===== config.mk =====
export PLATFORM = sky130hd
export DESIGN_NAME = dm_obi_top
export DESIGN_NICKNAME = d
export VERILOG_FILES = /design/src/dm_mem_pkg.sv /design/src/dm_ot.sv /design/src/dm_dmi_regs.sv /design/src/dm_hart_port.sv /design/src/dm_obi_top.sv /design/src/dm_state.sv /design/src/dm_top.sv
export SDC_FILE = /design/constraint.sdc
export NUM_CORES = 1
export LEC_CHECK = 0
export BUFFER_PORTS_ARGS = -buffer_cell sky130_fd_sc_hd__clkbuf_2
export CORE_ASPECT_RATIO = 0.6
export CORE_MARGIN = 8
export CORE_UTILIZATION = 55
export CTS_CLUSTER_SIZE = 24
export DETAILED_ROUTE_END_ITERATION = 8
export PLACE_DENSITY = 0.92
export RECOVER_POWER = 25
export SLEW_MARGIN = 0
export SYNTH_ARGS = -nofsm -noshare
export SYNTH_HDL_FRONTEND = slang
export SYNTH_SLANG_ARGS = --single-unit

===== constraint.sdc =====
create_clock -name clk_i -period 2.8 [get_ports clk_i]
set_clock_uncertainty 0.05 [all_clocks]
set_input_delay 0.42 -clock clk_i [delete_from_list [all_inputs] [get_ports clk_i]]
set_output_delay 0.42 -clock clk_i [all_outputs]
set_load 0.1 [all_outputs]

===== src/dm_mem_pkg.sv =====
// Hart-side window map for one hart; offsets are relative to DmBaseAddress and 12 bits wide
`default_nettype none

package dm_mem_pkg;

  // Offset inside the debug memory window
  localparam int unsigned MemOffWidth = 12;

  //////////////////////////////////////////////////
  // Window offsets used by the debug ROM
  //////////////////////////////////////////////////

  // Hart reports entry into debug mode
  localparam logic [MemOffWidth-1:0] HaltedOff   = 12'h100;
  // Hart reports it is about to resume
  localparam logic [MemOffWidth-1:0] ResumingOff = 12'h108;
  // Flags word polled by the parked hart
  localparam logic [MemOffWidth-1:0] FlagsOff    = 12'h400;
  localparam logic [MemOffWidth-1:0] Data0Off    = 12'h380;
  // Two consecutive program buffer words start here
  localparam logic [MemOffWidth-1:0] ProgBufOff  = 12'h360;

  // Bus request after rebasing into the window
  typedef struct packed {
    logic                   we;
    logic [MemOffWidth-1:0] offset;
    logic [3:0]             be;
    logic [31:0]            wdata;
  } obi_req_t;

  // Hart-side write events into the state block
  typedef struct packed {
    logic        set_halted;
    logic        set_resuming;
    logic        wr_data0;
    logic [3:0]  be;
    logic [31:0] data;
  } hart_wr_t;

endpackage

`default_nettype wire


===== src/dm_ot.sv =====
// Debug-spec types for a single-hart DM; no abstract commands, every DMI response reports success
`default_nettype none

package dm_ot;

  //////////////////////////////////////////////////
  // DMI transport
  //////////////////////////////////////////////////

  // DMI address width as seen by the debug transport module
  localparam int unsigned DmiAddrWidth = 7;

  // DMI request opcodes
  typedef enum logic [1:0] {
    DmiNop   = 2'h0,
    DmiRead  = 2'h1,
    DmiWrite = 2'h2
  } dmi_op_e;

  typedef struct packed {
    logic [DmiAddrWidth-1:0] addr;
    dmi_op_e                 op;
    logic [31:0]             data;
  } dmi_req_t;

  typedef struct packed {
    logic [31:0] data;
    logic [1:0]  resp;
  } dmi_resp_t;

  // Only success is ever returned
  localparam logic [1:0] DmiRespSuccess = 2'h0;

  //////////////////////////////////////////////////
  // Register map
  //////////////////////////////////////////////////

  localparam logic [DmiAddrWidth-1:0] Data0Addr     = 7'h04;
  localparam logic [DmiAddrWidth-1:0] DmControlAddr = 7'h10;
  localparam logic [DmiAddrWidth-1:0] DmStatusAddr  = 7'h11;
  localparam logic [DmiAddrWidth-1:0] ProgBuf0Addr  = 7'h20;
  localparam logic [DmiAddrWidth-1:0] ProgBuf1Addr  = 7'h21;

  // Debug spec 0.13 in dmstatus.version
  localparam logic [3:0] DmVersion = 4'd2;

  // Write operation from the DMI front-end into the state block
  typedef struct packed {
    logic                    valid;
    logic [DmiAddrWidth-1:0] addr;
    logic [31:0]             data;
  } dmi_wr_t;

  // Shared debug state for the one hart
  typedef struct packed {
    logic        dmactive;
    logic        ndmreset;
    logic        haltreq;
    logic        resumereq;
    logic        halted;
    logic        resumeack;
    logic [31:0] data0;
    logic [31:0] progbuf0;
    logic [31:0] progbuf1;
  } dm_state_t;

endpackage

`default_nettype wire


===== src/dm_dmi_regs.sv =====
// DMI front-end with a single response slot; a new request is taken only when that slot can drain
`timescale 1ns/1ps
`default_nettype none

module dm_dmi_regs (
  input  wire logic             clk_i,
  input  wire logic             rst_ni,
  // Debugger request channel
  input  wire logic             req_valid_i,
  output logic                  req_ready_o,
  input  wire dm_ot::dmi_req_t  req_i,
  // Debugger response channel
  output logic                  resp_valid_o,
  input  wire logic             resp_ready_i,
  output dm_ot::dmi_resp_t      resp_o,
  // Debug state and write operation toward it
  input  wire dm_ot::dm_state_t state_i,
  output dm_ot::dmi_wr_t        wr_o
);

  logic             resp_full_q;
  dm_ot::dmi_resp_t resp_q;
  logic             req_accept;
  logic             is_write;
  logic [31:0]      read_word;
  logic [31:0]      rdata_d;

  // Slot empty or draining this cycle
  assign req_ready_o = !resp_full_q || resp_ready_i;
  assign req_accept  = req_valid_i && req_ready_o;

  //////////////////////////////////////////////////
  // Read decode
  //////////////////////////////////////////////////

  always_comb begin
    read_word = '0;
    case (req_i.addr)
      dm_ot::DmStatusAddr: begin
        read_word[3:0]  = dm_ot::DmVersion;
        // No authentication scheme so always authenticated
        read_word[7]    = 1'b1;
        // One hart so any and all carry the same value
        read_word[8]    = state_i.halted;
        read_word[9]    = state_i.halted;
        read_word[10]   = !state_i.halted;
        read_word[11]   = !state_i.halted;
        read_word[16]   = state_i.resumeack;
        read_word[17]   = state_i.resumeack;
      end
      dm_ot::DmControlAddr: begin
        read_word[31] = state_i.haltreq;
        read_word[30] = state_i.resumereq;
        read_word[1]  = state_i.ndmreset;
        read_word[0]  = state_i.dmactive;
      end
      dm_ot::Data0Addr:    read_word = state_i.data0;
      dm_ot::ProgBuf0Addr: read_word = state_i.progbuf0;
      dm_ot::ProgBuf1Addr: read_word = state_i.progbuf1;
      // Unmapped addresses read zero
      default:             read_word = '0;
    endcase
  end

  // Writes and nops answer with zero data
  always_comb begin
    rdata_d  = '0;
    is_write = 1'b0;
    case (req_i.op)
      dm_ot::DmiRead:  rdata_d = read_word;
      dm_ot::DmiWrite: is_write = 1'b1;
      default:         rdata_d = '0;
    endcase
  end

  // Write lands in the state block on the accepting edge
  always_comb begin
    wr_o.valid = req_accept && is_write;
    wr_o.addr  = req_i.addr;
    wr_o.data  = req_i.data;
  end

  //////////////////////////////////////////////////
  // Response slot
  //////////////////////////////////////////////////

  always_ff @(posedge clk_i or negedge rst_ni) begin
    if (!rst_ni) begin
      resp_full_q <= 1'b0;
    end else if (req_accept) begin
      resp_full_q <= 1'b1;
    end else if (resp_ready_i) begin
      resp_full_q <= 1'b0;
    end
  end

  // Payload only changes on acceptance so it holds while stalled
  always_ff @(posedge clk_i) begin
    if (req_accept) begin
      resp_q.data <= rdata_d;
      resp_q.resp <= dm_ot::DmiRespSuccess;
    end
  end

  assign resp_valid_o = resp_full_q;
  assign resp_o       = resp_q;

endmodule

`default_nettype wire


===== src/dm_hart_port.sv =====
// Hart-side window decoder; never stalls, read data appears one cycle after the request
`timescale 1ns/1ps
`default_nettype none

module dm_hart_port (
  input  wire logic                  clk_i,
  input  wire logic                  rst_ni,
  // Granted request with offset already rebased
  input  wire logic                  valid_i,
  input  wire dm_mem_pkg::obi_req_t  req_i,
  // Debug state and hart events toward it
  input  wire dm_ot::dm_state_t      state_i,
  output dm_mem_pkg::hart_wr_t       wr_o,
  output logic [31:0]                rdata_o
);

  // Second program buffer word follows the first
  localparam logic [dm_mem_pkg::MemOffWidth-1:0] ProgBuf1Off =
    dm_mem_pkg::ProgBufOff + 12'h004;

  logic        wr_en;
  logic [31:0] read_word;
  logic [31:0] rdata_q;

  assign wr_en = valid_i && req_i.we;

  //////////////////////////////////////////////////
  // Write events
  //////////////////////////////////////////////////

  always_comb begin
    wr_o.set_halted   = wr_en && (req_i.offset == dm_mem_pkg::HaltedOff);
    wr_o.set_resuming = wr_en && (req_i.offset == dm_mem_pkg::ResumingOff);
    wr_o.wr_data0     = wr_en && (req_i.offset == dm_mem_pkg::Data0Off);
    // Byte merge happens in the state block
    wr_o.be           = req_i.be;
    wr_o.data         = req_i.wdata;
  end

  //////////////////////////////////////////////////
  // Read path
  //////////////////////////////////////////////////

  always_comb begin
    read_word = '0;
    case (req_i.offset)
      dm_mem_pkg::FlagsOff: begin
        // ROM polls these two bits to leave the park loop
        read_word[1] = state_i.resumereq;
        read_word[0] = state_i.haltreq;
      end
      dm_mem_pkg::Data0Off:   read_word = state_i.data0;
      dm_mem_pkg::ProgBufOff: read_word = state_i.progbuf0;
      ProgBuf1Off:            read_word = state_i.progbuf1;
      default:                read_word = '0;
    endcase
  end

  // Writes return zero on the response cycle
  always_ff @(posedge clk_i or negedge rst_ni) begin
    if (!rst_ni) begin
      rdata_q <= '0;
    end else if (valid_i) begin
      rdata_q <= req_i.we ? 32'h0 : read_word;
    end
  end

  assign rdata_o = rdata_q;

endmodule

`default_nettype wire


===== src/dm_obi_top.sv =====
// OBI slave wrapper for the debug module; grant is always high and the hart cannot stall responses
`timescale 1ns/1ps
`default_nettype none

module dm_obi_top #(
  // Width of aid and rid
  parameter int unsigned IdWidth       = 1,
  parameter int unsigned DmBaseAddress = 'h1000
) (
  input  wire logic                clk_i,
  input  wire logic                rst_ni,
  // OBI slave port toward the hart
  input  wire logic                slave_req_i,
  output logic                     slave_gnt_o,
  input  wire logic                slave_we_i,
  input  wire logic [31:0]         slave_addr_i,
  input  wire logic [3:0]          slave_be_i,
  input  wire logic [31:0]         slave_wdata_i,
  input  wire logic [IdWidth-1:0]  slave_aid_i,
  output logic                     slave_rvalid_o,
  output logic [31:0]              slave_rdata_o,
  output logic [IdWidth-1:0]       slave_rid_o,
  // DMI port toward the debug transport
  input  wire logic                dmi_req_valid_i,
  output logic                     dmi_req_ready_o,
  input  wire dm_ot::dmi_req_t     dmi_req_i,
  output logic                     dmi_resp_valid_o,
  input  wire logic                dmi_resp_ready_i,
  output dm_ot::dmi_resp_t         dmi_resp_o,
  // Control outputs
  output logic                     debug_req_o,
  output logic                     ndmreset_o,
  output logic                     dmactive_o
);

  dm_mem_pkg::obi_req_t obi_req;
  logic                 obi_valid;
  logic                 rvalid_q;
  logic [IdWidth-1:0]   rid_q;

  // Core answers every request on the next cycle
  assign slave_gnt_o = 1'b1;
  assign obi_valid   = slave_req_i && slave_gnt_o;

  always_comb begin
    obi_req.we     = slave_we_i;
    // Low address bits; dm_top subtracts the base
    obi_req.offset = slave_addr_i[dm_mem_pkg::MemOffWidth-1:0];
    obi_req.be     = slave_be_i;
    obi_req.wdata  = slave_wdata_i;
  end

  dm_top #(
    .DmBaseAddress ( DmBaseAddress )
  ) i_dm_top (
    .clk_i            ( clk_i            ),
    .rst_ni           ( rst_ni           ),
    .obi_valid_i      ( obi_valid        ),
    .obi_req_i        ( obi_req          ),
    .obi_rdata_o      ( slave_rdata_o    ),
    .dmi_req_valid_i  ( dmi_req_valid_i  ),
    .dmi_req_ready_o  ( dmi_req_ready_o  ),
    .dmi_req_i        ( dmi_req_i        ),
    .dmi_resp_valid_o ( dmi_resp_valid_o ),
    .dmi_resp_ready_i ( dmi_resp_ready_i ),
    .dmi_resp_o       ( dmi_resp_o       ),
    .debug_req_o      ( debug_req_o      ),
    .ndmreset_o       ( ndmreset_o       ),
    .dmactive_o       ( dmactive_o       )
  );

  // One rvalid pulse per granted request with its id echoed
  always_ff @(posedge clk_i or negedge rst_ni) begin
    if (!rst_ni) begin
      rvalid_q <= 1'b0;
      rid_q    <= '0;
    end else begin
      rvalid_q <= obi_valid;
      if (obi_valid) begin
        rid_q <= slave_aid_i;
      end
    end
  end

  assign slave_rvalid_o = rvalid_q;
  assign slave_rid_o    = rid_q;

endmodule

`default_nettype wire


===== src/dm_state.sv =====
// Shared debug state for one hart; DMI wins over the hart on a same-cycle data0 write
`timescale 1ns/1ps
`default_nettype none

module dm_state (
  input  wire logic                  clk_i,
  input  wire logic                  rst_ni,
  input  wire dm_ot::dmi_wr_t        dmi_wr_i,
  input  wire dm_mem_pkg::hart_wr_t  hart_wr_i,
  output dm_ot::dm_state_t           state_o,
  output logic                       debug_req_o,
  output logic                       ndmreset_o,
  output logic                       dmactive_o
);

  dm_ot::dm_state_t state_d;
  dm_ot::dm_state_t state_q;

  always_comb begin
    state_d = state_q;

    //////////////////////////////////////////////////
    // Hart events first so DMI can override
    //////////////////////////////////////////////////

    if (hart_wr_i.set_halted) begin
      state_d.halted = 1'b1;
    end
    // Resuming ends the halt and acknowledges the request
    if (hart_wr_i.set_resuming) begin
      state_d.halted    = 1'b0;
      state_d.resumereq = 1'b0;
      state_d.resumeack = 1'b1;
    end
    if (hart_wr_i.wr_data0) begin
      for (int i = 0; i < 4; i++) begin
        if (hart_wr_i.be[i]) begin
          state_d.data0[8*i +: 8] = hart_wr_i.data[8*i +: 8];
        end
      end
    end

    //////////////////////////////////////////////////
    // Debugger writes
    //////////////////////////////////////////////////

    if (dmi_wr_i.valid) begin
      case (dmi_wr_i.addr)
        dm_ot::DmControlAddr: begin
          state_d.dmactive = dmi_wr_i.data[0];
          state_d.ndmreset = dmi_wr_i.data[1];
          state_d.haltreq  = dmi_wr_i.data[31];
          // resumereq is write-1 only
          if (dmi_wr_i.data[30]) begin
            state_d.resumereq = 1'b1;
            state_d.resumeack = 1'b0;
          end
        end
        dm_ot::Data0Addr:    state_d.data0    = dmi_wr_i.data;
        dm_ot::ProgBuf0Addr: state_d.progbuf0 = dmi_wr_i.data;
        dm_ot::ProgBuf1Addr: state_d.progbuf1 = dmi_wr_i.data;
        default: ;
      endcase
    end

    // Inactive module keeps everything at reset values
    if (!state_d.dmactive) begin
      state_d = '0;
    end
  end

  always_ff @(posedge clk_i or negedge rst_ni) begin
    if (!rst_ni) begin
      state_q <= '0;
    end else begin
      state_q <= state_d;
    end
  end

  assign state_o = state_q;

  // Request stays up until the hart reports halted
  assign debug_req_o = state_q.haltreq && !state_q.halted;
  assign ndmreset_o  = state_q.ndmreset;
  assign dmactive_o  = state_q.dmactive;

endmodule

`default_nettype wire


===== src/dm_top.sv =====
// Core debug module for one hart; expects granted requests only and answers every one next cycle
`timescale 1ns/1ps
`default_nettype none

module dm_top #(
  // Start of the hart-side window
  parameter int unsigned DmBaseAddress = 'h1000
) (
  input  wire logic                  clk_i,
  input  wire logic                  rst_ni,
  // Hart side
  input  wire logic                  obi_valid_i,
  input  wire dm_mem_pkg::obi_req_t  obi_req_i,
  output logic [31:0]                obi_rdata_o,
  // Debugger side
  input  wire logic                  dmi_req_valid_i,
  output logic                       dmi_req_ready_o,
  input  wire dm_ot::dmi_req_t       dmi_req_i,
  output logic                       dmi_resp_valid_o,
  input  wire logic                  dmi_resp_ready_i,
  output dm_ot::dmi_resp_t           dmi_resp_o,
  // Hart and system control
  output logic                       debug_req_o,
  output logic                       ndmreset_o,
  output logic                       dmactive_o
);

  localparam int unsigned OffW = dm_mem_pkg::MemOffWidth;
  // Only the low bits of the base matter once the offset wraps
  localparam logic [OffW-1:0] BaseOff = OffW'(DmBaseAddress);

  dm_ot::dm_state_t     state;
  dm_ot::dmi_wr_t       dmi_wr;
  dm_mem_pkg::hart_wr_t hart_wr;
  dm_mem_pkg::obi_req_t hart_req;

  // Incoming offset carries low address bits; rebase into the window
  always_comb begin
    hart_req        = obi_req_i;
    hart_req.offset = obi_req_i.offset - BaseOff;
  end

  dm_dmi_regs i_dmi_regs (
    .clk_i        ( clk_i            ),
    .rst_ni       ( rst_ni           ),
    .req_valid_i  ( dmi_req_valid_i  ),
    .req_ready_o  ( dmi_req_ready_o  ),
    .req_i        ( dmi_req_i        ),
    .resp_valid_o ( dmi_resp_valid_o ),
    .resp_ready_i ( dmi_resp_ready_i ),
    .resp_o       ( dmi_resp_o       ),
    .state_i      ( state            ),
    .wr_o         ( dmi_wr           )
  );

  dm_hart_port i_hart_port (
    .clk_i   ( clk_i       ),
    .rst_ni  ( rst_ni      ),
    .valid_i ( obi_valid_i ),
    .req_i   ( hart_req    ),
    .state_i ( state       ),
    .wr_o    ( hart_wr     ),
    .rdata_o ( obi_rdata_o )
  );

  dm_state i_state (
    .clk_i       ( clk_i       ),
    .rst_ni      ( rst_ni      ),
    .dmi_wr_i    ( dmi_wr      ),
    .hart_wr_i   ( hart_wr     ),
    .state_o     ( state       ),
    .debug_req_o ( debug_req_o ),
    .ndmreset_o  ( ndmreset_o  ),
    .dmactive_o  ( dmactive_o  )
  );

endmodule

`default_nettype wire

==> run_results.csv <==
group,metric,value,unit
finish,fillers,1162,
detailed_routing,drt_first_pass_iters,8,
critical_path,cp.required,3.02,ns
timing,tightest_slew,1.04,ns
cts,cts_tree,"built",
critical_path,crit_fanout,56,
cts,cts_root_buffer,"clkbuf_16",
cts,clk_path_buf_depth,2,
cts,cts_resized,0,
synthesis,ys_types,49,
synthesis,syn_area_per_cell,10.0,µm²
finish,multiInputGateArea,3650,µm²
worst_hold_path,whs_path_depth,3,
synthesis,yosysSeqAreaShare,52.1,%
timing,finalMaxSlewViolations,0,
floorplanning,die-area,19700,µm²
place,place_area,9580,µm²
synthesis,yosys_most_used_dff,"dfrtp_1",
timing,setup_viol,0,
finish,area_growth_syn_to_layout,20.8,%
synthesis,synth_top_area_share,40.7,%
timing,rsz0062_at_grt,"no",
synthesis,synth_area,8420,µm²
run,max_cap_violations,0,
timing,worst_slack,0.585,ns
timing,min_period_over_period,79.1,%
grt,antenna_found_initial,3,
power_and_ir_drop,intPower,4.00,mW
cts,h-tree-depth,4,
detailed_routing,postRouteAntennaNets,0,
timing,slew_headroom,31.0,%
critical_path,start_kind,"register",
detailed_routing,avgRoutedWirePerCell,22.3,µm
finish,finish.instance_area,10200,µm²
grt,track_usage,27.2,%
run_status,outcome,"completed",
detailed_routing,dr_total_vias,7572,
floorplanning,fp.dieW,176,µm
detailed_routing,viasPerCell,6.26,
cts,path_clk_slew,0.07,ns
place,place_ws,0.329,ns
power_and_ir_drop,clockPowerShare,44.6,%
timing,clock.fmax,451,MHz
grt,grt_pass1_wl,42200,µm
place,hpwlAfterDp,18300,µm
power_and_ir_drop,combPwrFrac,9.0,%
critical_path,worstSetupPathType,"reg -> reg",
critical_path,cp.arrival,2.44,ns
timing,fin_tns_setup,0,ns
timing,period_minus_slack,2.22,ns
synthesis,synth.largest_area_cell,"dfrtp_1",
floorplanning,die_h,112,µm
critical_path,endpoint_kind,"register",
detailed_routing,drt_iter0_drc,989,
critical_path,reg2regPathDepth,6,
floorplanning,fp-row-count,35,
place,port_buffers,166,
finish,regArea,4390,µm²
cts,cts_sinks,169,
place,place.gp.congestion,0.893,
grt,grt_pass1_vias,7722,
synthesis,netlist_top_cells_area,"dfrtp_1 41%, edfxtp_1 11%, mux2_2 7.8%",
floorplanning,io_pins,190,
worst_hold_path,hold_path_class,"in -> reg",
synthesis,synth-seq-cells,169,
cts,clock_latency,0.42,ns
grt,grt_overflow,0,
floorplanning,core_area,15200,µm²
detailed_routing,routed_wirelength,27000,µm
cts,cts_buffers,17,
finish,drive_gt1_share,30.6,%
synthesis,ys_async_sr_fraction,81.1,%
synthesis,syn-instance-count,838,
power_and_ir_drop,p_leak,4.19,nW
detailed_routing,drc,0,
power_and_ir_drop,power_density,537,nW/µm²
grt,grt_max_degree,70,
finish,nNetsFinal,1108,
floorplanning,start_util,55.6,%
power_and_ir_drop,ir_drop,0.425,mV
synthesis,synth-edff-count,32,
power_and_ir_drop,seqPwrFrac,46.4,%
power_and_ir_drop,p_sw_share,26.8,%
power_and_ir_drop,switching_power,1.47,mW
synthesis,yosys_warnings,0,
timing,hold_viol,0,
-- power by group through the flow --
stage / clock [mW] / sequential [mW] / combinational (mW)
3_5_place_dp: 0 / 2.58 / 0.491
2_1_floorplan: 0 / 2.75 / 0.121
4_1_cts: 2.46 / 2.54 / 0.494
3_3_place_gp: 0 / 2.58 / 0.486
6_report: 2.44 / 2.53 / 0.491
5_1_grt: 2.56 / 2.54 / 0.516
-- layer usage --
metal	global-route usage, %	routed length (µm)	vias to the layer above
met5	0	39	-
met4	7.87	473	6
met3	10.3	3690	61
met2	41.0	11900	547
met1	36.0	10800	3659
li1	-	-	3299
-- stage by stage --
step	std cells	util [%]	hold slack [ns]	power, mW
2_1_floorplan	839	-	0.0744	2.87
6_report	1209	67.1	0.190	5.46
3_5_place_dp	1175	63.2	0.427	3.07
3_3_place_gp	1175	63.2	0.416	3.07
4_1_cts	1208	67.3	0.175	5.49
5_1_grt	1208	67.1	0.188	5.61
-- cell families after synthesis --
logic type,synth area share [%]
buffers and inverters,4.92
AND/OR/NAND/NOR,14.3
multiplexers,11.9
other,0.0892
flip-flops,52.1
AO/OA/AOI/OAI,16.6
-- flip-flops by register name (all words and copies together), names as in the netlist --
| name | count |
|---|---|
| i_dm_top.i_state.state_o | 100 |
| i_dm_top.i_dmi_regs.resp_o | 32 |
| i_dm_top.i_hart_port.rdata_o | 32 |
| i_dm_top.i_dmi_regs.resp_valid_o | 1 |
| i_dm_top.i_state.dmactive_o | 1 |
| i_dm_top.i_state.ndmreset_o | 1 |
| slave_rid_o | 1 |
| slave_rvalid_o | 1 |
-- critical path, cell delays in order, from the launching register on --
cell and delay [ns]:
dfrtp_2 0.41, nand2b_1 0.12, and4b_1 0.38, nor3b_4 0.33, mux2i_4 0.36, buf_12 0.28, a211oi_1 0.09
-- Yosys cell counts, types with 3 or more instances --
library cell  number
a211oi_1          32
inv_1             34
nor2b_1            3
nand2b_1           6
a222oi_1           6
nand3_1            7
nor2_1            69
a22oi_1           58
dfrtp_1          137
o22ai_1           32
buf_2             10
mux2_2            58
buf_4              3
nor4_4             4
a21oi_1           70
buf_1              4
edfxtp_1          32
a22o_1             3
mux2i_1           35
nand2_1          144
o21ai_0            7
clkbuf_1          50
-- area by class of cell --
cell class	instances	area share [%]
antenna	1	0.0246
sequential	169	43.2
tap	203	2.50
multi-input combinational	568	35.9
clock buffer	19	4.36
timing repair buffer	202	11.2
inverter	34	1.25
clock inverter	13	1.56
-- what timing repair did --
item,CTS,global route
setup buffers,0,0
hold endpoints to repair,65,0
hold buffers,1,0
-- final timing paths --
kind | from | to | slack [ns]
max in group asynchronous | rst_ni | i_dm_top.i_state.ndmreset_o$_DFFE_PN0P_ | 0.68
max reg2reg | i_dm_top.i_dmi_regs.resp_valid_o$_DFFE_PN0P_ | i_dm_top.i_state.state_o[72]$_DFF_PN0_ | 0.58
max | i_dm_top.i_dmi_regs.resp_valid_o$_DFFE_PN0P_ | i_dm_top.i_state.state_o[72]$_DFF_PN0_ | 0.58
min reg2reg | slave_rid_o$_DFFE_PN0P_ | slave_rid_o$_DFFE_PN0P_ | 0.46
min | dmi_req_i[16] | i_dm_top.i_state.state_o[16]$_DFFE_PN0P_ | 0.19
min in group asynchronous | rst_ni | i_dm_top.i_hart_port.rdata_o[4]$_DFFE_PN0P_ | 0.52
-- placed cells by master (no fill, tap or decap), drive strengths merged, types with 34 or more instances in the layout --
cell type  instances
nand2            145
mux2i             35
clkbuf           186
inv               41
a22oi             58
mux2              58
buf               34
nor2              69
a21oi             70
dfrtp            137
Note: power is estimated with default switching activity, not from simulation.
